## src/lsu_cfg.svh

```systemverilog
// lsu configuration: bus widths, memory depth and memory wait cycles
`ifndef LSU_CFG_SVH
`define LSU_CFG_SVH

// data word width in bits
`define LSU_XLEN 64

// byte address width in bits
`define LSU_AW 64

// memory model depth in 64-bit words
`define LSU_MEM_WORDS 256

// wait cycles between an address transfer and the memory answer
`define LSU_WAIT_CYCLES 2

`endif
```

## src/lsu_pkg.sv

```systemverilog
// lsu package: data, address, mask and width types plus channel FSM states
`default_nettype none

`include "lsu_cfg.svh"

package lsu_pkg;

  typedef logic [`LSU_XLEN-1:0] xdata_t;
  typedef logic [`LSU_AW-1:0]   addr_t;
  typedef logic [7:0]           strb_t;
  typedef logic [4:0]           regidx_t;

  // one-hot, high to low: lw lh lb lwu lhu lbu, all zero is ld
  typedef logic [5:0] ld_width_t;
  // one-hot, high to low: sd sb sh sw, all zero is full word
  typedef logic [3:0] st_width_t;

  typedef logic [1:0] resp_t;
  localparam resp_t RESP_OKAY   = 2'b00;
  localparam resp_t RESP_SLVERR = 2'b10;

  typedef enum logic [1:0] {WR_IDLE, WR_ADDR, WR_DATA, WR_RESP} wr_state_t;
  typedef enum logic [1:0] {RD_IDLE, RD_ADDR, RD_DATA} rd_state_t;

endpackage

`default_nettype wire

```

## src/lsu_store_mask.sv

```systemverilog
// store mask: byte mask and clean low-lane write data from the store kind
`timescale 1ns/10ps
`default_nettype none

module lsu_store_mask import lsu_pkg::*; (
  input  st_width_t st_width_i,
  input  xdata_t    st_data_i,
  output strb_t     st_strb_o,
  output xdata_t    st_wdata_o
);

  always_comb begin
    case (st_width_i)
      4'b1000: st_strb_o = 8'b1111_1111;
      4'b0100: st_strb_o = 8'b0000_0001;
      4'b0010: st_strb_o = 8'b0000_0011;
      4'b0001: st_strb_o = 8'b0000_1111;
      default: st_strb_o = 8'b1111_1111;
    endcase
  end

  // clear bytes outside the mask
  always_comb begin
    for (int b = 0; b < 8; b++) begin
      st_wdata_o[b*8 +: 8] = st_strb_o[b] ? st_data_i[b*8 +: 8] : 8'h00;
    end
  end

endmodule

`default_nettype wire

```

## config.mk

```make
export PLATFORM = sky130hd
export DESIGN_NAME = lsu_store_mask
export DESIGN_NICKNAME = d
export VERILOG_FILES = /design/src/lsu_pkg.sv /design/src/lsu_store_mask.sv
export VERILOG_INCLUDE_DIRS = /design/src
export SDC_FILE = /design/constraint.sdc
export NUM_CORES = 1
export LEC_CHECK = 0
export ABC_AREA = 1
export ABC_CLOCK_PERIOD_IN_PS = 1900
export BUFFER_PORTS_ARGS = -buffer_cell sky130_fd_sc_hd__buf_2
export CORE_AREA = 2 2 54 56
export DETAILED_ROUTE_END_ITERATION = 8
export DIE_AREA = 0 0 56 58
export GPL_ROUTABILITY_DRIVEN = 1
export MAX_ROUTING_LAYER = met4
export PLACE_DENSITY = 0.84
export SYNTH_ARGS = -nofsm -noshare
export SYNTH_HDL_FRONTEND = slang
export SYNTH_SLANG_ARGS = --single-unit
```

## constraint.sdc

```tcl
create_clock -name vclk -period 1.9
set_input_delay 0.285 -clock vclk [all_inputs]
set_output_delay 0.285 -clock vclk [all_outputs]
set_load 0.03 [all_outputs]
```

---- Yosys cells after proc, flatten, opt, wreduce, memory -nomap -nowiden ----
Cells that the tools add are included.
operators by class
  eq/ne operators ......................... 3
  mux-type cells .......................... 9
operators with widths
  cell                  number
  $mux W8               8
  $pmux W8 S3           1
  $eq A4 B1 Y1 const B  1
  $eq A4 B2 Y1 const B  1
  $eq A4 B3 Y1 const B  1
storage, ports and cells
  register bits ........................... 0
  input port bits ......................... 68
  output and inout port bits .............. 72
  word-level logic and storage cells ...... 12

---- Logic depth before layout (Yosys ltp) ----
  depth after elaboration ................. 3
  gate-level depth with buffers ........... 7
  depth with buffers taken out ............ 5

---- Least setup slack after synthesis ----
OpenSTA, ideal clock, no wires.
  path type ............................... input-to-output
  start ................................... input st_width_i[2]
  end ..................................... output st_strb_o[5]
  arrival time ............................ 1345 ps
  required time ........................... 1615 ps
  slack ................................... 270 ps
  stages on the path ...................... 7
  buffers on the path ..................... 2
  cells stage by stage .................... inv_1 > nor2_1 > nand2_2 > nand3_4 > buf_4 > inv_1 > buf_4
between the ends
  word-level cells in the longest chain between the ends .. 2
  elaborated cells on any way between the ends .. 4
  those cells by class .................... 3 x eq/ne; 1 x mux
ends and longest elaborated chain
  item                                        line                  source
  start: declaration                          lsu_store_mask.sv:6   input st_width_t st_width_i,
  $eq A4 B1 Y1, or another cell as far along  lsu_store_mask.sv:13  case (st_width_i)
  $pmux W8 S3 *                               lsu_store_mask.sv:13
  end: declaration                            lsu_store_mask.sv:8   output strb_t st_strb_o,
Mark *: on every way between the ends. The rest lies on a longest branch, timed or not.

---- Worst setup path in the final report ----
  start ................................... input st_width_i[1]
  end ..................................... output st_strb_o[5]
Same word-level chain as after synthesis.

==> run metrics <==
Post-CTS Setup Repair Bufs 0; Post-DP HPWL 1.80 mm; HP Class in2out; CP Max Fanout 33; CP cell instances buf_2, nor2_1, nand3_1, nand3_4, inv_1, buf_2; Initial DRT Pass Iterations 4; core area 2660 um2; gr ovfl total 0; # rows 19; post-synth top area share 0.356; Vias/cell 3.64; Final period util 0.847; top cells by area in the synthesized netlist inv_1 36%, nor2_1 34%, buf_4 16%, buf_6 3.5%, nand3_4 2.7%; port buffer count 123; CP peak stage delay 0.28 ns; mapped cell area 643 um2; largest net degree at the start of global routing 34; P_leak 0.943 nW; most frequent cells in the layout 123 x buf_2, 61 x inv_1, 58 x nor2_1; Synth cell types 11; Setup crit end kind primary output; Routed Wire Length 2.07 mm; Initial DRC Count 24; # setup viols final 0; Tmin final 1.61 ns; worst hold stages 0; clkbuf count 0; Critical Path Stages 6; Setup Total Neg Slack 0 ns; initial antenna violation count 0; Area growth syn-to-layout 79.8%; I/O pin cnt 140; VDD IR max 214 uV; die footprint 3250 um2; Peak Freq 622 MHz; Initial Util 0.242; commonest non-fill, non-tap cell in the layout buf_2; Required @ worst endpoint 1.62 ns; CP dominant cell by count buf_2; Seq cells 0; cts hold-fix bufs 0; Slowest-stage cell, CP nand3_4; nets 320; Slew Limit Fails 0; first-pass GRT wire length 3.00 mm; sequential-to-total area share from yosys stat 0; vias in the first global route 764; syn nets 212; Syn Area/Cell 4.47 um2; routed len/inst 7.36 um; final hold vios 0; status completed; WP buf/inv 3; RePlAce Congestion 0.674; drc violations 0; via count 1024; Die Wd 56 um; chip height 58 um; GRT Util Overall 0.108; RSZ-0062 raised after global routing no; CP arrival 1.32 ns; post_cts resized 0; register area 0 um2; Tot Pwr 0.000440 W; # Max-Cap Violations 0; fillers 290; Ant. Diodes 0; layout cell share with drive strength beyond 1 0.512; Post-DRT Antenna Nets 0; Yosys warnings 0; Worst Setup Path Type in2out; cell taking the most area after synthesis inv_1; CP top delay family simple AND/OR/NAND/NOR gates; Syn Inst Count 144; CP Launch Type input pin; Power Density 380 nW/um2
==> report_power, final <==
group	internal (W)	switching (W)	leakage, nW	total (W)
combinational	0.000138	0.000301	0.943	0.000440
clock	0	0	0	0
sequential	0	0	0	0
==> Yosys cell counts <==
master    count
nand2_2       2
nand2_1       1
nand3_4       1
conb_1        1
buf_4        14
clkbuf_8      1
nor2_1       58
nor2_2        2
inv_1        61
buf_6         2
nand3_1       1
==> final cells by class <==
cell class,count,area (um2),share of cell area
inverter,61,229,0.198
timing repair buffer,123,616,0.532
multi-input combinational,66,273,0.236
tap,31,38.8,0.0335
==> worst paths after layout <==
| check | slack, ns | startpoint | end |
|---|---|---|---|
| worst max-delay path | 0.29 | st_width_i[1] | st_strb_o[5] |
| worst min-delay path | 0.57 | st_data_i[1] | st_wdata_o[1] |
==> kinds of logic (layout without fill, tap and decap cells) <==
kind of cell           Yosys count  count (layout)  synth area share
other                            1               1           0.00583
buffers and inverters           78             184             0.576
and+or+nand+nor                 65              65             0.418
==> routing by layer <==
layer  wire length [um]  GRT usage
met1                776      0.119
met2               1020      0.208
met3                271     0.0246
met4                  0    0.00340
met5                  0          -
==> through the flow <==
step	hold WS, ns	cell area [um2]	setup WS [ns]	util	cells
6_report	0.570	1160	0.291	0.434	281
5_1_grt	0.570	1160	0.146	0.434	281
4_1_cts	0.570	1160	0.259	0.434	281
3_5_place_dp	0.570	1160	0.260	0.434	281
3_3_place_gp	0.570	1160	0.277	0.434	281
2_1_floorplan	0.692	643	0.270	-	144
No activity file was read; power rests on OpenSTA's default activity.
