<file path="src/lsu_cfg.svh">
// lsu configuration: bus widths, memory depth and memory wait cycles
`ifndef LSU_CFG_SVH
`define LSU_CFG_SVH

// data word width in bits
`define LSU_XLEN 64

// byte address width in bits
`define LSU_AW 64

// memory model depth in 64-bit words
`define LSU_MEM_WORDS 256

// wait cycles between an address transfer and the memory answer
`define LSU_WAIT_CYCLES 2

`endif
</file>
<file path="src/lsu_pkg.sv">
// lsu package: data, address, mask and width types plus channel FSM states
`default_nettype none

`include "lsu_cfg.svh"

package lsu_pkg;

  typedef logic [`LSU_XLEN-1:0] xdata_t;
  typedef logic [`LSU_AW-1:0]   addr_t;
  typedef logic [7:0]           strb_t;
  typedef logic [4:0]           regidx_t;

  // one-hot, high to low: lw lh lb lwu lhu lbu, all zero is ld
  typedef logic [5:0] ld_width_t;
  // one-hot, high to low: sd sb sh sw, all zero is full word
  typedef logic [3:0] st_width_t;

  typedef logic [1:0] resp_t;
  localparam resp_t RESP_OKAY   = 2'b00;
  localparam resp_t RESP_SLVERR = 2'b10;

  typedef enum logic [1:0] {WR_IDLE, WR_ADDR, WR_DATA, WR_RESP} wr_state_t;
  typedef enum logic [1:0] {RD_IDLE, RD_ADDR, RD_DATA} rd_state_t;

endpackage

`default_nettype wire

</file>
<file path="src/lsu_ctrl_fsm.sv">
// lsu control: write and read channel FSMs, request capture, done and write-back strobes
`timescale 1ns/10ps
`default_nettype none

module lsu_ctrl_fsm import lsu_pkg::*; (
  input  logic      clk,
  input  logic      rst,
  input  logic      st_req_i,
  input  logic      ld_req_i,
  input  addr_t     addr_i,
  input  regidx_t   rd_i,
  input  ld_width_t ld_width_i,
  input  xdata_t    st_wdata_i,
  input  strb_t     st_strb_i,
  input  logic      aw_ready_i,
  input  logic      w_ready_i,
  input  logic      b_valid_i,
  input  resp_t     b_resp_i,
  input  logic      ar_ready_i,
  input  logic      r_valid_i,
  input  resp_t     r_resp_i,
  output logic      aw_valid_o,
  output addr_t     aw_addr_o,
  output logic      w_valid_o,
  output xdata_t    w_data_o,
  output strb_t     w_strb_o,
  output logic      b_ready_o,
  output logic      ar_valid_o,
  output addr_t     ar_addr_o,
  output logic      r_ready_o,
  output ld_width_t ld_width_o,
  output logic      busy_o,
  output logic      st_done_o,
  output logic      st_err_o,
  output logic      ld_err_o,
  output logic      wen_reg_o,
  output regidx_t   waddr_reg_o
);

  wr_state_t wr_state, wr_next;
  rd_state_t rd_state, rd_next;

  addr_t     addr_q;
  xdata_t    w_data_q;
  strb_t     w_strb_q;
  regidx_t   rd_q;
  ld_width_t ld_width_q;

  logic st_acc;
  logic ld_acc;

  // ============================================================
  // request acceptance
  // ============================================================
  assign busy_o = (wr_state != WR_IDLE) || (rd_state != RD_IDLE);
  // store wins a tie
  assign st_acc = st_req_i && !busy_o;
  assign ld_acc = ld_req_i && !st_req_i && !busy_o;

  always_ff @(posedge clk) begin
    if (st_acc) begin
      addr_q   <= addr_i;
      w_data_q <= st_wdata_i;
      w_strb_q <= st_strb_i;
    end else if (ld_acc) begin
      addr_q     <= addr_i;
      rd_q       <= rd_i;
      ld_width_q <= ld_width_i;
    end
  end

  // ============================================================
  // write channel
  // ============================================================
  always_ff @(posedge clk) begin
    if (rst) begin
      wr_state <= WR_IDLE;
    end else begin
      wr_state <= wr_next;
    end
  end

  always_comb begin
    wr_next = wr_state;
    case (wr_state)
      WR_IDLE: if (st_acc) wr_next = WR_ADDR;
      WR_ADDR: if (aw_ready_i) wr_next = WR_DATA;
      WR_DATA: if (w_ready_i) wr_next = WR_RESP;
      WR_RESP: if (b_valid_i) wr_next = WR_IDLE;
      default: wr_next = WR_IDLE;
    endcase
  end

  assign aw_valid_o = (wr_state == WR_ADDR);
  assign aw_addr_o  = addr_q;
  assign w_valid_o  = (wr_state == WR_DATA);
  assign w_data_o   = w_data_q;
  assign w_strb_o   = w_strb_q;
  assign b_ready_o  = (wr_state == WR_RESP);

  assign st_done_o = b_ready_o && b_valid_i;
  assign st_err_o  = st_done_o && (b_resp_i != RESP_OKAY);

  // ============================================================
  // read channel
  // ============================================================
  always_ff @(posedge clk) begin
    if (rst) begin
      rd_state <= RD_IDLE;
    end else begin
      rd_state <= rd_next;
    end
  end

  always_comb begin
    rd_next = rd_state;
    case (rd_state)
      RD_IDLE: if (ld_acc) rd_next = RD_ADDR;
      RD_ADDR: if (ar_ready_i) rd_next = RD_DATA;
      RD_DATA: if (r_valid_i) rd_next = RD_IDLE;
      default: rd_next = RD_IDLE;
    endcase
  end

  assign ar_valid_o = (rd_state == RD_ADDR);
  assign ar_addr_o  = addr_q;
  assign r_ready_o  = (rd_state == RD_DATA);
  assign ld_width_o = ld_width_q;

  // write-back on the R transfer
  assign wen_reg_o   = r_ready_o && r_valid_i;
  assign waddr_reg_o = wen_reg_o ? rd_q : '0;
  assign ld_err_o    = wen_reg_o && (r_resp_i != RESP_OKAY);

endmodule

`default_nettype wire

</file>
<file path="config.mk">
export PLATFORM = sky130hd
export DESIGN_NAME = lsu_ctrl_fsm
export DESIGN_NICKNAME = d
export VERILOG_FILES = /design/src/lsu_pkg.sv /design/src/lsu_ctrl_fsm.sv
export VERILOG_INCLUDE_DIRS = /design/src
export SDC_FILE = /design/constraint.sdc
export NUM_CORES = 1
export LEC_CHECK = 0
export BUFFER_PORTS_ARGS = -buffer_cell sky130_fd_sc_hd__buf_4
export CAP_MARGIN = 40
export CORE_AREA = 4 4 144 146
export CTS_CLUSTER_SIZE = 14
export DETAILED_ROUTE_END_ITERATION = 12
export DIE_AREA = 0 0 148 150
export GPL_TIMING_DRIVEN = 0
export PLACE_DENSITY_LB_ADDON = 0.1
export SETUP_SLACK_MARGIN = 0.4
export SKIP_LAST_GASP = 1
export SLEW_MARGIN = 10
export SYNTH_ARGS = -nofsm -noshare
export SYNTH_HDL_FRONTEND = slang
export SYNTH_SLANG_ARGS = --single-unit
</file>
<file path="constraint.sdc">
create_clock -name clk -period 4.9 [get_ports clk]
set_input_delay 1.47 -clock clk [delete_from_list [all_inputs] [get_ports clk]]
set_output_delay 1.47 -clock clk [all_outputs]
set_load 0.02 [all_outputs]
</file>
# --- Yosys cells after proc, flatten, opt, wreduce, memory -nomap -nowiden ---
# Cells that the tools add are included.
classes:
  eq_ne: 12
  n_mux: 12
  bitwise_logic: 1
  n_reduce_logical: 20
ops:
  columns: ["op", "count"]
  rows:
  - ["$mux 64", 2]
  - ["$mux 2", 7]
  - ["$ne 2x2->1 const B", 7]
  - ["$reduce_bool 2->1", 5]
  - ["$pmux 2 s4", 1]
  - ["$logic_and 1x1->1", 7]
  - ["$eq 2x2->1 const B", 3]
  - ["$pmux 2 s3", 1]
  - ["$mux 5", 1]
  - ["$eq 2x1->1 const B", 2]
  - ["$logic_not 2->1", 2]
  - ["$reduce_and 4->1", 1]
  - ["$reduce_and 3->1", 1]
  - ["$logic_not 1->1", 2]
  - ["$reduce_and 2->1", 1]
  - ["$logic_or 1x1->1", 1]
  - ["$not 1->1", 1]
totals:
  ff_bits: 151
  output_inout_bits: 221

# --- Depth between registers and ports, before layout ---
logic_depth:
  depth_word: 6
  ltp_mapped: 5

# --- Least setup slack after synthesis ---
# Ideal clock, no wire load.
synth_timing:
  path_kind: "in2reg"
  startpoint: "in st_req_i"
  endpoint: "reg addr_q[0] (netlist: ar_addr_o[0]), enable pin"
  setup_ns: 0.488
  arrival_ns: 4.208
  required_ns: 4.412
  path_slack_ns: 0.204
  cell_stages: 2
  path_cell_list: "nor2_1 -> nor2_1"
synth_via:
  elab_chain_len: 4
  elab_cells_between_ends: 5
  cone_classes: "reduce/logical (5)"
synth_rtl:
  columns: ["element", "line", "rtl"]
  rows:
  - ["start: declaration", "lsu_ctrl_fsm.sv:8", "input logic st_req_i,"]
  - ["$logic_not 1->1", "lsu_ctrl_fsm.sv:58", "assign ld_acc = ld_req_i && !st_req_i && !busy_o;"]
  - ["$logic_and 1x1->1 (2 in a row)", "lsu_ctrl_fsm.sv:58", null]
  - ["$reduce_bool 2->1 (no source line) *", null, null]
  - ["end signal: assignment", "lsu_ctrl_fsm.sv:62", "addr_q <= addr_i;"]
  - ["end signal: assignment", "lsu_ctrl_fsm.sv:66", "addr_q <= addr_i;"]
  - ["end: declaration", "lsu_ctrl_fsm.sv:43", "addr_t addr_q;"]
# Every way passes the cells marked *; elsewhere a longest branch is shown, timed or not.
# A chain may end at the register's enable or synchronous reset.

# --- Worst setup path after layout ---
layout_timing:
  startpoint: "in b_valid_i"
  endpoint: "out st_err_o"
layout_via:
  elab_chain_len: 2
layout_rtl:
  columns: ["element", "line", "rtl"]
  rows:
  - ["start: declaration", "lsu_ctrl_fsm.sv:17", "input logic b_valid_i,"]
  - ["$logic_and 1x1->1", "lsu_ctrl_fsm.sv:101", "assign st_done_o = b_ready_o && b_valid_i;"]
  - ["$logic_and 1x1->1", "lsu_ctrl_fsm.sv:102", "assign st_err_o = st_done_o && (b_resp_i != RESP_OKAY);"]
  - ["end: declaration", "lsu_ctrl_fsm.sv:34", "output logic st_err_o,"]
# Every way passes these cells.

==> metrics.md <==
| Metric | Value |
|---|---|
| Ranking of synthesized cells by instance count | `edfxtp_1 (147), buf_4 (64), and3_1 (6), ha_1 (5), nor2b_1 (5)` |
| Nets@finish | `824` |
| Mapped Nets | `422` |
| DR vias | `about 3.6k` |
| Syn Area/Cell | `20.6 um2` |
| Cell with the most instances after synthesis | `edfxtp_1` |
| H-Tree Depth | `4` |
| Worst slew pin tran | `0.598 ns` |
| Detailed-route wire length | `16700 um` |
| Slew HR | `0.600` |
| CP max stage delay | `0.16 ns` |
| Leakage | `0.00408 uW` |
| PortBufs | `380` |
| Final ANT Viol Nets | `0` |
| RSZ-0062 raised after global routing | `false` |
| N_diodes | `0` |
| Syn-to-layout area delta | `73.5%` |
| CTS Sinks | `151` |
| Wl on met1 | `approximately 5600 um` |
| Tot GR Track Use | `0.143` |
| Ys Warns | `0` |
| Final Cell Area | `9170 um2` |
| EDFF count, synth | `147` |
| Met3 wire length | `1790 um` |
| Die area | `22200 um2` |
| CTS tree | `built` |
| Top-Level Pins | `381` |
| CORE AREA | `just under 20000 um2` |
| Initial Util | `0.272` |
| Slew Limit Fails | `0` |
| Cts hold-fix bufs | `0` |
| Synthesis-stage register bit count | `151` |
| Cts repair resizes | `0` |
| Fin crit share | `0.709` |
| Kind of cell adding the most delay to the critical path | `buffers and inverters` |
| Power density cells | `603 nW/um2` |
| Minimum clock period | `3.47 ns` |
| Vias per std cell | `3.87` |
| DRT Pass-1 Iters | `4` |
| Met2 routed WL | `9190 um` |
| Post-Place Cell Area | `8560 um2` |
| Max Used Layer | `met4` |
| Final setup violation count | `0` |
| Worst-skew pair later-pin latency | `roughly 0.42 ns` |
| Min-Delay Path Class | `flop to flop` |
| Synth area leader | `edfxtp_1` |
| CP startpoint kind | `primary input` |
| Final Hold Fails | `0` |
| DR DRC count | `0` |
| Synth Instances | `257` |
| Reg2reg setup slack | `approximately 2.8 ns` |
| Status | `complete, no violations` |
| Critical path's most frequent cell | `buf_4` |
| FMAX | `288 MHz` |
| Std cell rows | `roughly 50` |
| CTS Buf Count | `17` |
| CP arrival | `2.00 ns` |
| Hpwl dp | `~14000 um` |
| Largest net degree at the start of global routing | `56` |
| Distinct cells, synth | `20` |
| Ys flop type | `edfxtp_1` |
| Layout cells sized above 1 | `0.719` |
| Root Buffer | `clkbuf_16` |
| Maxcap violations | `0` |
| Yosys top cell area share | `0.835` |
| Slowest stage cell on the critical path | `buf_4` |
| Die H | `150 um` |
| Clk pin slew, worst setup/hold paths | `0.06 ns` |
| Synth top area cells | `edfxtp_1 (84%), buf_4 (9.1%), dfxtp_1 (1.5%)` |
| Vias in the first global route | `just under 4k` |
| Gpl congestion | `roughly 0.73` |
| Peak supply drop | `225 uV` |
| Synth Cell Area | `between 5000 and 6000 um2` |
| Grt ovf | `0` |
| Req. time, crit path | `3.43 ns` |
| Sequence of cells on the critical path | `buf_4 -> and2_1 -> o21a_1 -> buf_4` |
| Post-CTS Setup Bufs | `0` |
| Sequential cell area fraction in the yosys report | `0.851` |
| Async set or reset register ratio after synthesis | `0` |
| Fin Clk Skew | `just over 0.01 ns` |
| CP Capture Type | `output port` |
| First-pass GRT wire length | `between 20000 and 25000 um` |
| Initial DRC Count | `139` |
| Buf/Inv on CP | `2` |
| Initial antenna violation count | `0` |
| Setup TNS | `0 ns` |
| Width of the die | `around 150 um` |
| Routed wire per std cell | `17.8 um` |
| Clock tree buffer depth | `2` |
| Worst Path Max Fanout | `2` |
| Critical setup path kind | `primary input to output port` |
routing by layer:
metal  up-vias  GRT usage
met5         -          0
met4         0     0.0448
met3        14     0.0672
met2       208      0.262
met1      1702      0.143
li1       1699          -
per-stage QoR:
step           std cells  total power, uW   util  setup WS [ns]  hold WS (ns)
6_report             937             5530  0.473           1.43         0.523
5_1_grt              937             5790  0.473           1.40         0.556
4_1_cts              937             5620  0.473           1.43         0.527
3_5_place_dp         905             4270  0.441           1.43         0.518
3_3_place_gp         902             4210  0.437          0.406         0.499
2_1_floorplan        257             3170      -           1.26         0.481
cell type report:
| class | count | area, um2 |
|---|---|---|
| repair buffers | 383 | 2930 |
| well taps | 265 | 332 |
| inverters | 4 | 15.0 |
| multi-input cells | 37 | 303 |
| plain buffers | 65 | 484 |
| clock buffers | 17 | 425 |
| flip-flops and latches | 151 | 4490 |
| clock inverters | 15 | 185 |
| fillers | 1796 | 10200 |
path summary, 6_finish.rpt:
check	startpoint	to	cells after the start
worst max-delay path	b_valid_i	st_err_o	4
worst min-delay path	wr_state[1]	wr_state[1]	2
worst max register to register	wr_state[1]	ar_addr_o[56]	6
worst min register to register	wr_state[1]	wr_state[1]	2
layout by cell type (no fill, tap or decap), types with 2 or more instances in the layout:
cell / instances
edfxtp_1: 147
clkbuf_16: 17
dfxtp_1: 4
o21a_1: 2
buf_4: 444
inv_1: 4
and2_1: 2
and3_1: 5
nand2b_1: 4
clkinv_4: 4
inv_6: 4
inv_8: 3
nor2b_1: 5
buf_16: 2
mux2i_1: 2
ha_1: 5
bufinv_16: 2
nor2_1: 3
report_power, final:
part | total (uW) | switching, uW | leakage, uW | internal, uW
combinational | 2160 | 1200 | 0.00234 | 962
sequential | 2030 | 148 | 0.00144 | 1880
clock | 1340 | 564 | 0.000301 | 774
total | 5530 | 1910 | 0.00408 | 3620
sequential cells by signal, summed over array words and instances, names as in the netlist:
register,count
ar_addr_o,64
w_data_o,64
w_strb_o,8
ld_width_o,6
rd_q,5
rd_state,2
wr_state,2
logic make-up (layout without fill, tap and decap cells):
group                    after synthesis  in the layout  synth area share
multiplexers                           2              2           0.00379
buffers and inverters                 69            484            0.0945
AND/OR/NAND/NOR                       24             24            0.0275
flip-flops                           151            151             0.851
AO/OA/AOI/OAI                          6              6            0.0118
adder cells (fa/ha/maj)                5              5            0.0118
tightest hold or removal path: stages, from the launching register on:
cell and delay, ns:
dfxtp_1 0.34, nand2b_1 0.08, mux2i_1 0.06
No activity file was read; power rests on OpenSTA's default activity.
