$ cat config.mk
export PLATFORM = sky130hd
export DESIGN_NAME = lsu_load_align
export DESIGN_NICKNAME = d
export VERILOG_FILES = /design/src/lsu_pkg.sv /design/src/lsu_load_align.sv
export VERILOG_INCLUDE_DIRS = /design/src
export SDC_FILE = /design/constraint.sdc
export NUM_CORES = 1
export LEC_CHECK = 0
export ABC_AREA = 1
export BUFFER_PORTS_ARGS = -buffer_cell sky130_fd_sc_hd__buf_2
export CAP_MARGIN = 20
export CORE_AREA = 2 2 57 59
export DETAILED_ROUTE_END_ITERATION = 6
export DIE_AREA = 0 0 59 61
export PLACE_DENSITY = 0.89
export SLEW_MARGIN = 20
export SYNTH_ARGS = -nofsm -noshare
export SYNTH_HDL_FRONTEND = slang
export SYNTH_SLANG_ARGS = --single-unit
$ cat constraint.sdc
create_clock -name vclk -period 2.2
set_clock_uncertainty 0.05 [all_clocks]
set_input_delay 0 -clock vclk [all_inputs]
set_output_delay 0 -clock vclk [all_outputs]
set_load 0.01 [all_outputs]
$ cat src/lsu_cfg.svh
// lsu configuration: bus widths, memory depth and memory wait cycles
`ifndef LSU_CFG_SVH
`define LSU_CFG_SVH

// data word width in bits
`define LSU_XLEN 64

// byte address width in bits
`define LSU_AW 64

// memory model depth in 64-bit words
`define LSU_MEM_WORDS 256

// wait cycles between an address transfer and the memory answer
`define LSU_WAIT_CYCLES 2

`endif
$ cat src/lsu_pkg.sv
// lsu package: data, address, mask and width types plus channel FSM states
`default_nettype none

`include "lsu_cfg.svh"

package lsu_pkg;

  typedef logic [`LSU_XLEN-1:0] xdata_t;
  typedef logic [`LSU_AW-1:0]   addr_t;
  typedef logic [7:0]           strb_t;
  typedef logic [4:0]           regidx_t;

  // one-hot, high to low: lw lh lb lwu lhu lbu, all zero is ld
  typedef logic [5:0] ld_width_t;
  // one-hot, high to low: sd sb sh sw, all zero is full word
  typedef logic [3:0] st_width_t;

  typedef logic [1:0] resp_t;
  localparam resp_t RESP_OKAY   = 2'b00;
  localparam resp_t RESP_SLVERR = 2'b10;

  typedef enum logic [1:0] {WR_IDLE, WR_ADDR, WR_DATA, WR_RESP} wr_state_t;
  typedef enum logic [1:0] {RD_IDLE, RD_ADDR, RD_DATA} rd_state_t;

endpackage

`default_nettype wire

$ cat src/lsu_load_align.sv
// load align: picks the low bytes of the read word and sign or zero extends them
`timescale 1ns/10ps
`default_nettype none

module lsu_load_align import lsu_pkg::*; (
  input  ld_width_t ld_width_i,
  input  xdata_t    r_data_i,
  output xdata_t    ld_data_o
);

  always_comb begin
    case (ld_width_i)
      // signed kinds
      6'b100000: begin
        ld_data_o = {{32{r_data_i[31]}}, r_data_i[31:0]};
      end
      6'b010000: begin
        ld_data_o = {{48{r_data_i[15]}}, r_data_i[15:0]};
      end
      6'b001000: begin
        ld_data_o = {{56{r_data_i[7]}}, r_data_i[7:0]};
      end
      // unsigned kinds
      6'b000100: begin
        ld_data_o = {32'b0, r_data_i[31:0]};
      end
      6'b000010: begin
        ld_data_o = {48'b0, r_data_i[15:0]};
      end
      6'b000001: begin
        ld_data_o = {56'b0, r_data_i[7:0]};
      end
      // ld, whole word
      default: begin
        ld_data_o = r_data_i;
      end
    endcase
  end

endmodule

`default_nettype wire

[Yosys cells after proc, flatten, opt, wreduce, memory -nomap -nowiden]
Cells that the tools add are included.
Operators by class
  $add $sub $neg: 0
  multipliers: 0
  div/mod/pow operators: 0
  magnitude comparators: 0
  equal/unequal tests: 6
  shift operators: 0
  muxes and demuxes: 1
  bitwise operators: 0
  reductions and logical operators: 0
Operator list (count)
  $pmux 64 s6: 1
  $eq 6x1->1 const B: 1
  $eq 6x2->1 const B: 1
  $eq 6x3->1 const B: 1
  $eq 6x4->1 const B: 1
  $eq 6x5->1 const B: 1
  $eq 6x6->1 const B: 1
Storage, ports and cells
  register bits after elaboration: 0
  bits in latches: 0
  RAM bits: 0
  bits in read-only memories: 0
  bits of input ports: 70
  output and inout port bits: 64
  memories kept: 0

[Logic depth before layout (Yosys ltp)]
Gate-level depths: netlist of run 1.
  word-level depth: 2
  gate-level depth with buffers: 9

[Least setup slack after synthesis of run 1]
OpenSTA, ideal clock, no wires.
  path kind: input-to-output
  start: input port ld_width_i[5]
  end: output port ld_data_o[10]
  arrival: 0.913 ns
  required time: 2.150 ns
  setup slack: 1.237 ns
  stages on the path: 4
  path buffers: 0
  path through: nor2_1 > nand2_1 > o21ai_0 > o21ai_0
On the way
  longest elaborated chain between the ends: 2
  elaborated cells between the ends (all ways): 7
  classes of those cells: eq/ne (6); mux (1)
RTL lines
  from (decl): RTL line lsu_load_align.sv:6  | input ld_width_t ld_width_i,
  $eq 6x1->1 (tied with other cells): RTL line lsu_load_align.sv:12  | case (ld_width_i)
  $pmux 64 s6 (*): RTL line lsu_load_align.sv:12
  to (decl): RTL line lsu_load_align.sv:8  | output xdata_t ld_data_o
Mark *: on every way between the ends. The rest lies on a longest branch, timed or not.

[Final worst setup path of run 1]
  start: input port ld_width_i[5]
  end: output port ld_data_o[56]
The elaborated chain is that of the path after synthesis.

==> metrics.cfg, run 1 <==
[setup_path]
critical_path_peak_fanout=34
cp_cell_sequence=buf_2, nor2_1, nand3_1, nand2_1, nor2_2, buf_4, nand3_1, nand2_1, buf_2
critical_path_class=in -> out
critPathLaunch=ld_width_i[5]
crit_path_end_kind=output port
cp_slowest_cell=nor2_2
critPathCapture=ld_data_o[56]
critPathRequiredTime_ps=2150
max_stage_delay_ps=470
arrival_ps=1590
cp-start-kind=input pin

[timing]
fmax_ghz=0.610
final-max-slew-violation-count=0
fin_ws_ps=561
min_period_ps=1640
hold_ws_ps=151
final.setup.tns_ps=0
finalCritPeriodShare_pct=74.5
relSlewSlack_pct=54.7
hold_violations=0
rsz0062_at_grt=false
finalSetupViolations=0
worstMarginPinSlew_ps=672

[floorplanning]
core_area_sq_mm=0.00295
dieHeight_um=61
dieArea_sq_mm=0.00360
io_pins=134
start_util_pct=36.3
rows=20
die-width_um=59

[global_routing]
track_usage_pct=19.3
gr-total-overflow=0
antenna_found_initial=0
grt_max_degree=35
first_global_vias=1439
grt_pass1_wl_um=5870

[synthesis]
syn_area_sq_mm=0.00107
yosysWarnings=0
synth_most_common_cell=nand2_1
synth_top_area_cell=nand3_1
syn_inst=235
netlist.area_leader.share_pct=24.3
yosysSeqAreaShare_pct=0
synth_cell_types=14
syn_nets=305
syn_avg_cell_area_sq_um=4.56
ys_top_cells_by_area=nand3_1 24%, o21ai_0 19%, nand2_1 19%, inv_1 11%, nor2_1 8.1%
synth_top_cells_by_count=54 x nand2_1, 52 x nand3_1, 41 x o21ai_0, 32 x inv_1, 23 x nor2_1

[pwr]
p_int_uw=144
p_sw_uw=166
cellLeakagePower_nw=1.21
switching_share_pct=53.5
seqPwrFrac_pct=0
clockPowerShare_pct=0
powerDensity_mw_per_mm2=184
combPwrFrac_pct=100.0
ir_worst_vdd_v=0.000106

[routing]
drt-vias-per-instance=4.91
dr.pass1.iters=4
wirelength_um=3810
wire_per_inst_um=10.2
antenna_left=0
drc=0
drtIter0Drc=157
via_count=1836

[layout]
seq_cells=0
fill_cells=291
num-clock-buffers=0
final_area_sq_mm=0.00169
final_layout_size_suffix_gt1_share_pct=38.1
fin_util_pct=57.1
multi_input_area_sq_um=817
area_delta_synth_final_pct=57.3
diodes=0
fin_nets=413
final-seq-area_sq_um=0

[min_path]
whs_path_depth=2
holdCritPathClass=in -> out
worstHoldStart=r_data_i[7]

[job]
max-cap-violations=0

[placement]
pre_cts_ws_ps=535
detailed_place_hpwl_um=2830
io_buffers=120
place_area_sq_mm=0.00161
place.gp.congestion=0.843

[clocking]
cts_hold_buf=7
cts_resized=0
post_cts_buffers=0

[outcome]
outcome=complete, no violations

-- stage by stage --
step / power [mW] / cells
finish: 0.310 / 374
global route: 0.348 / 374
CTS: 0.311 / 374
floorplan: 0.166 / 235
detailed placement: 0.296 / 367
global placement: 0.290 / 367
-- cell type report --
cell class | instances | area share, %
tap | 33 | 2.45
timing repair buffer | 132 | 42.0
multi-input combinational | 177 | 48.4
inverter | 32 | 7.12
-- worst min-delay path by stage --
stage | to | slack, ps
after detailed placement | ld_data_o[2] | -50
after CTS | ld_data_o[7] | 150
after global routing | ld_data_o[7] | 180
after floorplan | ld_data_o[0] | 40
final | ld_data_o[7] | 150
after global placement | ld_data_o[2] | -50
-- metal layers --
| metal | up-vias | global-route usage (%) | wire length [um] |
|---|---|---|---|
| li1 | 958 | - | - |
| met1 | 798 | 25.2 | 1530 |
| met2 | 80 | 36.3 | 2000 |
| met3 | 0 | 1.28 | 277 |
| met4 | 0 | 1.30 | 0 |
| met5 | - | 0 | 0 |
-- cell families after synthesis --
kind of cell | Yosys count | share of synthesized area [%]
compound gates | 43 | 20.3
buf+inv | 58 | 25.6
simple gates | 134 | 54.1
-- power groups by stage --
stage | clock network [mW] | registers [mW] | logic (mW)
after global placement | 0 | 0 | 0.290
after floorplan | 0 | 0 | 0.166
after detailed placement | 0 | 0 | 0.296
after CTS | 0 | 0 | 0.311
after global routing | 0 | 0 | 0.348
final | 0 | 0 | 0.310
-- placed cells by master, fill, tap and decap left out --
| cell type | instances |
|---|---|
| nor2_1 | 22 |
| o21bai_4 | 1 |
| inv_1 | 32 |
| o21ai_0 | 41 |
| dlygate4sd3_1 | 7 |
| nand2_1 | 54 |
| nor2_2 | 3 |
| buf_2 | 120 |
| a21oi_1 | 1 |
| buf_4 | 5 |
| nand3_1 | 52 |
| nor2_4 | 1 |
| nand4_1 | 2 |
-- worst max-delay path: cells and delay by family --
family / cells / cell delay, ps
and+or+nand+nor: 6 / 940
buffers and inverters: 3 / 650
Note: power is estimated with default switching activity, not from simulation.
==> inputs of run 2 (changes only) <==
CORE_AREA = 2 2 60 62   (was 2 2 57 59)
DIE_AREA = 0 0 62 64   (was 0 0 59 61)
PLACE_DENSITY = 0.81   (was 0.89)
clock period = 1.6 ns   (was 2.2 ns; I/O delays follow)
==> run 2 against run 1 <==
Non-clock buffer count shrank 1. Combinational power grew 42%. Global-route usage shrank 1.0 points. Final cell count grew 4.0%. First-iteration DRC count shrank 43%. Utilization shrank 3.6 points. Worst setup slack lost 420 ps. Hold slack gained 7.2 ps. Cell area grew 4.2%. Sequential cell count is the same. Critical path depth shrank 1. Largest cell class unchanged. Largest power group unchanged. Highest routed layer is now met4.
==> metrics.cfg, run 2 (same netlist as run 1, synthesis figures left out) <==
[layout]
fill_cells=363  ; was 291
seq_cells=0  ; unchanged
final_common_cell=buf_2  ; unchanged
diodes=0  ; unchanged
fin_nets=415  ; was 413
final-seq-area_sq_um=0  ; unchanged
final_cells=389  ; was 374
final_layout_size_suffix_gt1_share_pct=39.1  ; was 38.1%
fin_util_pct=53.5  ; was 57.1%
area_delta_synth_final_pct=63.9  ; was 57.3%
final_cell_mix=120 x buf_2, 54 x nand2_1, 51 x nand3_1  ; was 120 x buf_2, 54 x nand2_1, 52 x nand3_1
num-clock-buffers=0  ; unchanged

[timing]
min_period_ps=1450
relSlewSlack_pct=57.4  ; was 54.7%
worstMarginPinSlew_ps=638  ; was 672 ps
finalCritPeriodShare_pct=90.9
fin_ws_ps=145  ; was 561 ps
hold_violations=0  ; unchanged
fmax_ghz=0.687
finalSetupViolations=0  ; unchanged
rsz0062_at_grt=true  ; was false
final-max-slew-violation-count=0  ; unchanged

[outcome]
outcome=complete, no violations  ; unchanged

[setup_path]
critical_path_peak_fanout=24  ; was 34
cp_cell_sequence=buf_2, nor2_1, nand3_1, nand2_1, nor2_4, nand3_1, nand2_1, buf_2  ; was buf_2, nor2_1, nand3_1, nand2_1, nor2_2, buf_4, nand3_1, nand2_1, buf_2
critical_path_class=in -> out  ; unchanged
cp-start-kind=input pin  ; unchanged
cp_slowest_cell=nor2_4  ; was nor2_2
max_stage_delay_ps=530  ; was 470 ps
critPathRequiredTime_ps=1550  ; was 2150 ps
crit_path_end_kind=output port  ; unchanged
arrival_ps=1400  ; was 1590 ps

[placement]
place_inst=379  ; was 367
detailed_place_hpwl_um=2820  ; was 2830 um
pre_cts_ws_ps=-12.8  ; was 535 ps
place.gp.congestion=0.803  ; was 0.843
io_buffers=120  ; unchanged

[routing]
via_count=1912  ; was 1836
dr_wl_met2_um=2220  ; was 2000 um
antenna_left=0  ; unchanged
drc=0  ; unchanged
wl_met1_um=1880  ; was 1530 um
top_layer=met4  ; was met3
wl_met3_um=337  ; was 277 um
wirelength_um=4450  ; was 3810 um
dr.pass1.iters=4  ; unchanged
drtIter0Drc=90  ; was 157
wire_per_inst_um=11.4  ; was 10.2 um
drt-vias-per-instance=4.92  ; was 4.91

[pwr]
ir_worst_vdd_v=0.000121  ; was 0.000106 V
powerDensity_mw_per_mm2=251  ; was 184 mW/mm^2
cellLeakagePower_nw=1.22  ; was 1.21 nW

[global_routing]
first_global_vias=1570  ; was 1439
grt_pass1_wl_um=6150  ; was 5870 um
gr-total-overflow=0  ; unchanged
grt_max_degree=49  ; was 35
antenna_found_initial=0  ; unchanged
track_usage_pct=18.3  ; was 19.3%

[min_path]
holdCritPathClass=in -> out  ; unchanged
whs_path_depth=2  ; unchanged

[floorplanning]
start_util_pct=32.6  ; was 36.3%
rows=21  ; was 20
dieArea_sq_mm=0.00397  ; was 0.00360 sq mm
die-width_um=62  ; was 59 um
dieHeight_um=64  ; was 61 um
io_pins=134  ; unchanged
core_area_sq_mm=0.00328  ; was 0.00295 sq mm

[clocking]
post_cts_buffers=0  ; unchanged

[job]
max-cap-violations=0  ; unchanged

==> run 2: changes by cell type in the layout (fill, tap and decap cells not counted), sizes merged <==
cell	before	now
o21bai	1	2
nor2	26	28
buf	125	124
==> run 2: metal layers <==
layer	vias up	track usage [%]
met5	-	0
met4	0	1.33
met3	2	0.202
met2	95	36.1
met1	844	21.7
li1	971	-
==> run 2: worst max-delay path, delay by kind of cell <==
kind,cells,cell delay [ps]
simple gates,6,1150
buf+inv,2,230
==> run 2: what timing repair did <==
| action | in CTS | in global routing |
|---|---|---|
| pin swaps | 0 | 2 |
| endpoints found under the hold margin | 7 | 0 |
| hold buffers | 7 | 0 |
| resized for setup | 1 | 6 |
| setup endpoints to repair | 3 | 48 |
| cloned | 0 | 3 |
==> run 2: cell type report <==
class | count | area (sq um) | area share (%)
multi-input combinational | 180 | 880 | 50.0
timing repair buffer | 131 | 701 | 39.9
inverter | 32 | 120 | 6.83
tap | 46 | 57.6 | 3.27
==> run 2: where the power goes <==
| part | switching (mW) | leakage, nW | internal [mW] |
|---|---|---|---|
| registers | 0 | 0 | 0 |
| clock network | 0 | 0 | 0 |
| logic | 0.240 | 1.22 | 0.201 |
==> run 2: final timing paths <==
path | to | slack [ps] | start
hold / removal | ld_data_o[7] | 160 | r_data_i[7]
setup / recovery | ld_data_o[53] | 150 | ld_width_i[5]
==> run 2: per-stage QoR <==
stage                     cell area, sq um  power [mW]  hold slack [ps]  setup TNS [ps]
after floorplan                       1070       0.228             41.8               0
after global placement                1630       0.400            -49.9               0
after detailed placement              1630       0.407            -49.9           -20.9
after CTS                             1700       0.429              157               0
after global routing                  1760       0.494              185           -66.6
final                                 1760       0.441              158               0
